$ cat src/hdl/mapperPkg.sv
// grid constants, banner bounds, palette, layout positions, enums and packed structs
package mapperPkg;

	// --------------------------------------------------
	// arena grid
	// --------------------------------------------------
	localparam int TileCols = 20;
	localparam int TileRows = 15;
	// 32-pixel tiles
	localparam int TileShift = 5;
	localparam int CoordW = 10;

	// pause banner, end exclusive
	localparam int BannerX0 = 173;
	localparam int BannerX1 = 467;
	localparam int BannerY0 = 220;
	localparam int BannerY1 = 261;

	// power-up tiles of the reset layout
	localparam int SpeedUpCol = 3;
	localparam int SpeedUpRow = 1;
	localparam int BombUpCol = 16;
	localparam int BombUpRow = 13;

	// --------------------------------------------------
	// enums
	// --------------------------------------------------
	// reset layout, by tile coordinates col and row:
	// border or both coordinates even -> wall,
	// else the two power-up positions -> that power-up,
	// else (col + row) mod 3 == 0 -> brick,
	// else empty
	typedef enum logic [2:0] {
		tileEmpty,
		tileWall,
		tileBrick,
		tileSpeedUp,
		tileBombUp
	} tileE;

	typedef enum logic [1:0] {
		bombIdle,
		bombArmed,
		bombExploding
	} bombStateE;

	typedef enum logic {
		gamePlay,
		gamePause
	} gameStateE;

	// --------------------------------------------------
	// structs
	// --------------------------------------------------
	typedef struct packed {
		logic [7:0] red;
		logic [7:0] green;
		logic [7:0] blue;
	} rgbT;

	typedef struct packed {
		logic [CoordW-1:0] x;
		logic [CoordW-1:0] y;
		logic active;
	} pixelReqT;

	typedef struct packed {
		logic [CoordW-1:0] x;
		logic [CoordW-1:0] y;
		bombStateE state;
	} bombT;

	typedef struct packed {
		gameStateE gameState;
		logic [CoordW-1:0] player1X;
		logic [CoordW-1:0] player1Y;
		logic [CoordW-1:0] player2X;
		logic [CoordW-1:0] player2Y;
		bombT bomb1;
		bombT bomb2;
	} sceneT;

	typedef struct packed {
		pixelReqT pix;
		logic [CoordW-TileShift-1:0] col;
		logic [$clog2(TileRows)-1:0] row;
		logic player1Hit;
		logic player2Hit;
		logic bomb1Hit;
		logic bomb2Hit;
		logic blastHit;
		logic bannerHit;
	} tileHitT;

	typedef struct packed {
		tileHitT hit;
		tileE tile;
	} shadeReqT;

	// flat palette
	localparam rgbT ColorSky = 24'h00a2e8;
	localparam rgbT ColorWall = 24'hb0b0b0;
	localparam rgbT ColorBrick = 24'hb53120;
	localparam rgbT ColorBlast = 24'hffb62a;
	localparam rgbT ColorSpeedUp = 24'hf32424;
	localparam rgbT ColorBombUp = 24'h30a058;
	localparam rgbT ColorPlayer1 = 24'he82050;
	localparam rgbT ColorPlayer2 = 24'he01898;
	localparam rgbT ColorBomb = 24'h204058;
	localparam rgbT ColorBanner = 24'hffffff;
	localparam rgbT ColorBlack = 24'h000000;

endpackage

$ cat src/hdl/arenaMap.sv
// arenaMap: stage two, tile map storage, tile type lookup and brick clearing
`timescale 1ns/1ps

module arenaMap (
	input logic Clk,
	input logic rstN,
	input mapperPkg::tileHitT hitData,
	input logic hitValid,
	output logic hitReady,
	input mapperPkg::sceneT scene,
	output mapperPkg::shadeReqT shadeData,
	output logic shadeValid,
	input logic shadeReady
);

	mapperPkg::tileE tiles [mapperPkg::TileRows][mapperPkg::TileCols];

	logic inGrid;
	logic accept;
	logic clearBrick;
	mapperPkg::tileE curTile;

	// tile type of the reset layout
	function automatic mapperPkg::tileE layoutTile(input int col, input int row);
		mapperPkg::tileE t;
		if (col == 0 || row == 0 || col == mapperPkg::TileCols - 1 ||
			row == mapperPkg::TileRows - 1 || (col % 2 == 0 && row % 2 == 0)) begin
			t = mapperPkg::tileWall;
		end else if (col == mapperPkg::SpeedUpCol && row == mapperPkg::SpeedUpRow) begin
			t = mapperPkg::tileSpeedUp;
		end else if (col == mapperPkg::BombUpCol && row == mapperPkg::BombUpRow) begin
			t = mapperPkg::tileBombUp;
		end else if ((col + row) % 3 == 0) begin
			t = mapperPkg::tileBrick;
		end else begin
			t = mapperPkg::tileEmpty;
		end
		return t;
	endfunction

	// --------------------------------------------------
	// combinational read at the stage input
	// --------------------------------------------------
	assign inGrid = (hitData.col < mapperPkg::TileCols) && (hitData.row < mapperPkg::TileRows);

	// anything right of or below the grid reads as wall
	assign curTile = inGrid ? tiles[hitData.row][hitData.col] : mapperPkg::tileWall;

	assign hitReady = !shadeValid || shadeReady;
	assign accept = hitValid && hitReady;

	// blast pixel on a brick destroys it, never while paused
	assign clearBrick = accept && inGrid && hitData.pix.active &&
		(scene.gameState == mapperPkg::gamePlay) && hitData.blastHit &&
		(curTile == mapperPkg::tileBrick);

	// map storage, reloaded with the layout on reset
	always_ff @(posedge Clk or negedge rstN) begin
		if (!rstN) begin
			for (int r = 0; r < mapperPkg::TileRows; r++) begin
				for (int c = 0; c < mapperPkg::TileCols; c++) begin
					tiles[r][c] <= layoutTile(c, r);
				end
			end
		end else if (clearBrick) begin
			tiles[hitData.row][hitData.col] <= mapperPkg::tileEmpty;
		end
	end

	// --------------------------------------------------
	// output register
	// --------------------------------------------------
	always_ff @(posedge Clk or negedge rstN) begin
		if (!rstN) begin
			shadeValid <= 1'b0;
		end else if (hitReady) begin
			shadeValid <= hitValid;
		end
	end

	// tile type as read before any clear, so the blast pixel itself still sees the brick
	always_ff @(posedge Clk) begin
		if (accept) begin
			shadeData.hit <= hitData;
			shadeData.tile <= curTile;
		end
	end

endmodule

$ cat src/hdl/colorMapper.sv
// colorMapper: top level chaining tileLocate, arenaMap and pixelShade
`timescale 1ns/1ps

module colorMapper #(
	parameter int unsigned PlayerWidth = 20,
	parameter int unsigned PlayerHeight = 27,
	parameter int unsigned BombWidth = 15,
	parameter int unsigned BombHeight = 18
) (
	input logic Clk,
	input logic rstN,
	input mapperPkg::pixelReqT inReq,
	input logic inValid,
	output logic inReady,
	input mapperPkg::sceneT scene,
	output mapperPkg::rgbT outRgb,
	output logic outValid,
	input logic outReady
);

	mapperPkg::tileHitT hitData;
	logic hitValid;
	logic hitReady;
	mapperPkg::shadeReqT shadeData;
	logic shadeValid;
	logic shadeReady;

	// --------------------------------------------------
	// three stages, one cycle each
	// --------------------------------------------------
	tileLocate #(
		.PlayerWidth(PlayerWidth),
		.PlayerHeight(PlayerHeight),
		.BombWidth(BombWidth),
		.BombHeight(BombHeight)
	) locate (
		.Clk(Clk),
		.rstN(rstN),
		.inReq(inReq),
		.inValid(inValid),
		.inReady(inReady),
		.scene(scene),
		.hitData(hitData),
		.hitValid(hitValid),
		.hitReady(hitReady)
	);

	arenaMap arena (
		.Clk(Clk),
		.rstN(rstN),
		.hitData(hitData),
		.hitValid(hitValid),
		.hitReady(hitReady),
		.scene(scene),
		.shadeData(shadeData),
		.shadeValid(shadeValid),
		.shadeReady(shadeReady)
	);

	pixelShade shade (
		.Clk(Clk),
		.rstN(rstN),
		.shadeData(shadeData),
		.shadeValid(shadeValid),
		.shadeReady(shadeReady),
		.scene(scene),
		.outRgb(outRgb),
		.outValid(outValid),
		.outReady(outReady)
	);

endmodule

$ cat src/hdl/pixelShade.sv
// pixelShade: stage three, layer priority and output colour register
`timescale 1ns/1ps

module pixelShade (
	input logic Clk,
	input logic rstN,
	input mapperPkg::shadeReqT shadeData,
	input logic shadeValid,
	output logic shadeReady,
	input mapperPkg::sceneT scene,
	output mapperPkg::rgbT outRgb,
	output logic outValid,
	input logic outReady
);

	mapperPkg::tileHitT hit;
	mapperPkg::tileE tile;
	mapperPkg::rgbT nextRgb;

	assign hit = shadeData.hit;
	assign tile = shadeData.tile;

	// --------------------------------------------------
	// layer priority, first match wins
	// --------------------------------------------------
	always_comb begin
		if (!hit.pix.active) begin
			nextRgb = mapperPkg::ColorBlack;
		end else if (scene.gameState == mapperPkg::gamePause) begin
			// pause screen is black apart from the banner
			if (hit.bannerHit) begin
				nextRgb = mapperPkg::ColorBanner;
			end else begin
				nextRgb = mapperPkg::ColorBlack;
			end
		end else if (tile == mapperPkg::tileWall) begin
			nextRgb = mapperPkg::ColorWall;
		end else if (hit.blastHit) begin
			// walls already taken above
			nextRgb = mapperPkg::ColorBlast;
		end else if (tile == mapperPkg::tileBrick) begin
			// bricks hide players and bombs
			nextRgb = mapperPkg::ColorBrick;
		end else if (hit.player1Hit) begin
			nextRgb = mapperPkg::ColorPlayer1;
		end else if (hit.player2Hit) begin
			nextRgb = mapperPkg::ColorPlayer2;
		end else if (hit.bomb1Hit) begin
			nextRgb = mapperPkg::ColorBomb;
		end else if (hit.bomb2Hit) begin
			nextRgb = mapperPkg::ColorBomb;
		end else if (tile == mapperPkg::tileSpeedUp) begin
			nextRgb = mapperPkg::ColorSpeedUp;
		end else if (tile == mapperPkg::tileBombUp) begin
			nextRgb = mapperPkg::ColorBombUp;
		end else begin
			nextRgb = mapperPkg::ColorSky;
		end
	end

	// --------------------------------------------------
	// output register
	// --------------------------------------------------
	assign shadeReady = !outValid || outReady;

	always_ff @(posedge Clk or negedge rstN) begin
		if (!rstN) begin
			outValid <= 1'b0;
		end else if (shadeReady) begin
			outValid <= shadeValid;
		end
	end

	always_ff @(posedge Clk) begin
		if (shadeReady && shadeValid) begin
			outRgb <= nextRgb;
		end
	end

endmodule

$ cat src/hdl/tileLocate.sv
// tileLocate: stage one, pixel to tile coordinates and object hit flags
`timescale 1ns/1ps

module tileLocate #(
	parameter int unsigned PlayerWidth = 20,
	parameter int unsigned PlayerHeight = 27,
	parameter int unsigned BombWidth = 15,
	parameter int unsigned BombHeight = 18
) (
	input logic Clk,
	input logic rstN,
	input mapperPkg::pixelReqT inReq,
	input logic inValid,
	output logic inReady,
	input mapperPkg::sceneT scene,
	output mapperPkg::tileHitT hitData,
	output logic hitValid,
	input logic hitReady
);

	localparam int IdxW = mapperPkg::CoordW - mapperPkg::TileShift;

	logic [IdxW-1:0] pixCol;
	logic [IdxW-1:0] pixRow;
	mapperPkg::tileHitT nextHit;

	// solid box test, offset wraps so pixels left of or above the box miss
	function automatic logic boxHit(
		input logic [mapperPkg::CoordW-1:0] px, py, ox, oy,
		input int unsigned w, h);
		logic [mapperPkg::CoordW-1:0] offX;
		logic [mapperPkg::CoordW-1:0] offY;
		offX = px - ox;
		offY = py - oy;
		return (offX < w) && (offY < h);
	endfunction

	// bomb tile plus its four neighbours
	function automatic logic inCross(
		input mapperPkg::bombT bomb,
		input logic [IdxW-1:0] col, row);
		logic [IdxW-1:0] bCol;
		logic [IdxW-1:0] bRow;
		logic sameCol;
		logic sameRow;
		bCol = bomb.x[mapperPkg::CoordW-1:mapperPkg::TileShift];
		bRow = bomb.y[mapperPkg::CoordW-1:mapperPkg::TileShift];
		sameCol = (col == bCol) && (row == bRow || row == bRow + 1'b1 || row + 1'b1 == bRow);
		sameRow = (row == bRow) && (col == bCol + 1'b1 || col + 1'b1 == bCol);
		return (bomb.state == mapperPkg::bombExploding) && (sameCol || sameRow);
	endfunction

	assign pixCol = inReq.x[mapperPkg::CoordW-1:mapperPkg::TileShift];
	assign pixRow = inReq.y[mapperPkg::CoordW-1:mapperPkg::TileShift];

	always_comb begin
		nextHit.pix = inReq;
		nextHit.col = pixCol;
		nextHit.row = pixRow[$bits(nextHit.row)-1:0];
		nextHit.player1Hit = boxHit(inReq.x, inReq.y, scene.player1X, scene.player1Y,
			PlayerWidth, PlayerHeight);
		nextHit.player2Hit = boxHit(inReq.x, inReq.y, scene.player2X, scene.player2Y,
			PlayerWidth, PlayerHeight);
		// bombs only drawn while armed
		nextHit.bomb1Hit = (scene.bomb1.state == mapperPkg::bombArmed) &&
			boxHit(inReq.x, inReq.y, scene.bomb1.x, scene.bomb1.y, BombWidth, BombHeight);
		nextHit.bomb2Hit = (scene.bomb2.state == mapperPkg::bombArmed) &&
			boxHit(inReq.x, inReq.y, scene.bomb2.x, scene.bomb2.y, BombWidth, BombHeight);
		nextHit.blastHit = inCross(scene.bomb1, pixCol, pixRow) ||
			inCross(scene.bomb2, pixCol, pixRow);
		nextHit.bannerHit = (inReq.x >= mapperPkg::BannerX0) && (inReq.x < mapperPkg::BannerX1) &&
			(inReq.y >= mapperPkg::BannerY0) && (inReq.y < mapperPkg::BannerY1);
	end

	// --------------------------------------------------
	// output register
	// --------------------------------------------------
	assign inReady = !hitValid || hitReady;

	always_ff @(posedge Clk or negedge rstN) begin
		if (!rstN) begin
			hitValid <= 1'b0;
		end else if (inReady) begin
			hitValid <= inValid;
		end
	end

	always_ff @(posedge Clk) begin
		if (inReady && inValid) begin
			hitData <= nextHit;
		end
	end

endmodule

$ cat config.mk
export PLATFORM = sky130hd
export DESIGN_NAME = colorMapper
export DESIGN_NICKNAME = d
export VERILOG_FILES = /design/src/hdl/mapperPkg.sv /design/src/hdl/arenaMap.sv /design/src/hdl/colorMapper.sv /design/src/hdl/pixelShade.sv /design/src/hdl/tileLocate.sv
export SDC_FILE = /design/constraint.sdc
export NUM_CORES = 2
export LEC_CHECK = 0
export BUFFER_PORTS_ARGS = -buffer_cell sky130_fd_sc_hd__buf_2
export CAP_MARGIN = 25
export CORE_MARGIN = 2
export CORE_UTILIZATION = 55
export CTS_CLUSTER_SIZE = 14
export DETAILED_ROUTE_END_ITERATION = 6
export PLACE_DENSITY = 0.72
export SYNTH_ARGS = -nofsm -noshare
export SYNTH_HDL_FRONTEND = slang
export SYNTH_HIERARCHICAL = 1
export SYNTH_SLANG_ARGS = --single-unit
export TNS_END_PERCENT = 10
$ cat constraint.sdc
create_clock -name Clk -period 3.8 [get_ports Clk]
set_input_delay 0.19 -clock Clk [delete_from_list [all_inputs] [get_ports Clk]]
set_output_delay 0.19 -clock Clk [all_outputs]
set_load 0.02 [all_outputs]
==> impl_metrics.json <==
{
  "cts.htree.levels": 3,
  "max_clock_freq_ghz": 0.265,
  "crit_required_ns": 4.32,
  "grt_max_degree": 126,
  "fill_cells": 5921,
  "slew_headroom_pct": 31.0,
  "synth_fp_nets": 4011,
  "grt_pass1_vias": 27540,
  "synth_area_um2": 43600,
  "clockBufferDepth": 3,
  "cts_buffers": 93,
  "die_h_um": 286,
  "slew_viol_final": 0,
  "placed_area_um2": 44000,
  "grt_pass1_wl_um": 162000,
  "syn_inst": 3821,
  "rows": 103,
  "endpoint_kind": "register",
  "final_cells": 4586,
  "wl_per_cell_um": 22.6,
  "drc": 0,
  "final_layout_size_suffix_gt1_share_pct": 25.2,
  "cap_viol_max_count": 0,
  "min_period_ns": 3.77,
  "status": "completed",
  "track_usage_pct": 25.4,
  "hold_viol_final": 0,
  "cts-root-buf": "clkbuf_16",
  "drt_pass1_iterations": 6,
  "wl_um": 103000,
  "hpwl_um": 68900,
  "final_util_pct": 60.6,
  "hold_path.class": "primary input to register",
  "leakagePower_nw": 21.5,
  "power_density_nw_per_um2": 464,
  "final_common_cell": "dfrtp_1",
  "vias": 26872,
  "final_cell_mix": "dfrtp_1 (720), nor2_1 (264), dfstp_2 (183), a21boi_1 (154), inv_1 (153)",
  "fin_total_pwr_mw": 22.2,
  "fp.dieArea_um2": 81600,
  "rsz0062_at_grt": "yes",
  "path_buf_inv": 6,
  "drtIter0Drc": 2506,
  "avgSynthCellArea_um2": 11.4,
  "max_stage_delay_ns": 0.55,
  "final_nets": 3636,
  "cp-start-kind": "register",
  "viasPerCell": 5.86,
  "cts_sinks": 952,
  "ir_drop_mv": 0.325,
  "fin_area_um2": 47700,
  "worst_slew_pin_slew_ns": 1.03,
  "fin_worst_skew_ns": 0.0446,
  "fp.dieW_um": 286,
  "clk_latency_ns": 0.68,
  "gp_congestion": 0.914,
  "post-route-period-util_pct": 99.1,
  "antenna_found_initial": 10,
  "cts_tree": "yes",
  "timing.hold.ws_ns": 0.0654,
  "antenna_left": 0,
  "setup_violations": 0,
  "critical_path_arrival_ns": 4.29,
  "io_pins": 136,
  "crit_path_cell_trace": "buf_4 > clkbuf_16 > buf_4 > mux4_2 > mux4_2 > nand2_1 > a21oi_1 > or4_4 > nor3_4 > buf_6 > clkbuf_16 > buf_16 > a21boi_1",
  "syn2layout_area_growth_pct": 9.39,
  "crit_slowest_cell": "or4_4",
  "start_util_pct": 55.4,
  "worstSetupPathType": "register to register",
  "crit_fanout": 26,
  "cp_top_family": "buffers and inverters",
  "numPortBuffers": 135,
  "globalRoute.totalOverflow": 0,
  "yosys_warnings": 6,
  "clk_pin_slew_ns": 0.06,
  "coreArea_um2": 78700,
  "dp_cells": 4375
}
[worst reg2reg max path, delay by kind of cell (launching register included)]
family / cells / cell delay [ns]
and+or+nand+nor: 3 / 0.89
muxes: 2 / 1.00
buffers and inverters: 6 / 1.06
DFF: 1 / 0.48
AOI/OAI and AO/OA: 2 / 0.18
[timing repair]
action                                 in CTS  in global routing
resized for setup                           1                 28
hold buffers                               12                  0
gates cloned                                0                  6
pin swaps                                   0                  4
setup endpoints to repair                  48                247
buffers inserted                            2                  7
endpoints found under the hold margin      78                  0
[report_power, final]
| group | switching, mW | internal (mW) | leakage [nW] |
|---|---|---|---|
| clock network | 4.08 | 5.54 | 1.58 |
| registers | 0.0541 | 10.3 | 12.2 |
| logic | 1.38 | 0.812 | 7.76 |
[stage by stage]
stage	setup slack [ns]	TNS (ns)
floorplan	0.445	0
global placement	0.0399	0
detailed placement	0.00273	0
CTS	0.00992	0
global route	-0.101	-14.12
finish	0.0331	0
[final cells by class]
cell class,count,area (um2),share of cell area [%]
well taps,1050,1310,2.75
inverters,154,578,1.21
repair buffers,337,2840,5.95
clock inverters,35,490,1.03
diodes,10,25.0,0.0524
multi-input cells,1908,15400,32.3
flip-flops and latches,952,24300,50.9
clock buffers,140,2750,5.76
[state kept, by name, summed over array words and instances (netlist names)]
| register | cells |
|---|---|
| locate/hitData | 16 |
| shade/outRgb | 23 |
| shade/outValid | 1 |
| locate/hitValid | 1 |
| arena/tiles | 900 |
| arena/shadeData | 10 |
| arena/shadeValid | 1 |
[metal layers]
metal / wire, um / share of wire (%) / global-route usage, % / up-vias
met1: 45800 / 44 / 37.2 / 13452
met3: 6860 / 6.6 / 4.58 / 223
li1: - / - / - / 12235
met4: 3770 / 3.6 / 9.27 / 0
met5: 0 / 0 / 0 / -
met2: 47100 / 45 / 38.2 / 962
[worst paths after layout]
| check | startpoint | to | slack [ns] | cells past startpoint |
|---|---|---|---|---|
| setup / recovery | locate/hitData[21]$_DFFE_PP_ | arena/tiles[736]$_DFFE_PN0P_ | 0.03 | 13 |
| hold / removal | inReq[8] | locate/hitData[23]$_DFFE_PP_ | 0.07 | 2 |
| setup reg to reg | locate/hitData[21]$_DFFE_PP_ | arena/tiles[736]$_DFFE_PN0P_ | 0.03 | 13 |
| hold reg to reg | arena/tiles[480]$_DFFE_PN1P_ | arena/tiles[480]$_DFFE_PN1P_ | 0.36 | 0 |
| max in group asynchronous | rstN | arena/shadeValid$_DFFE_PN0N_ | 2.60 | 3 |
| min in group asynchronous | rstN | arena/tiles[680]$_DFFE_PN0P_ | 0.11 | 2 |
No activity file was read; power rests on OpenSTA's default activity.
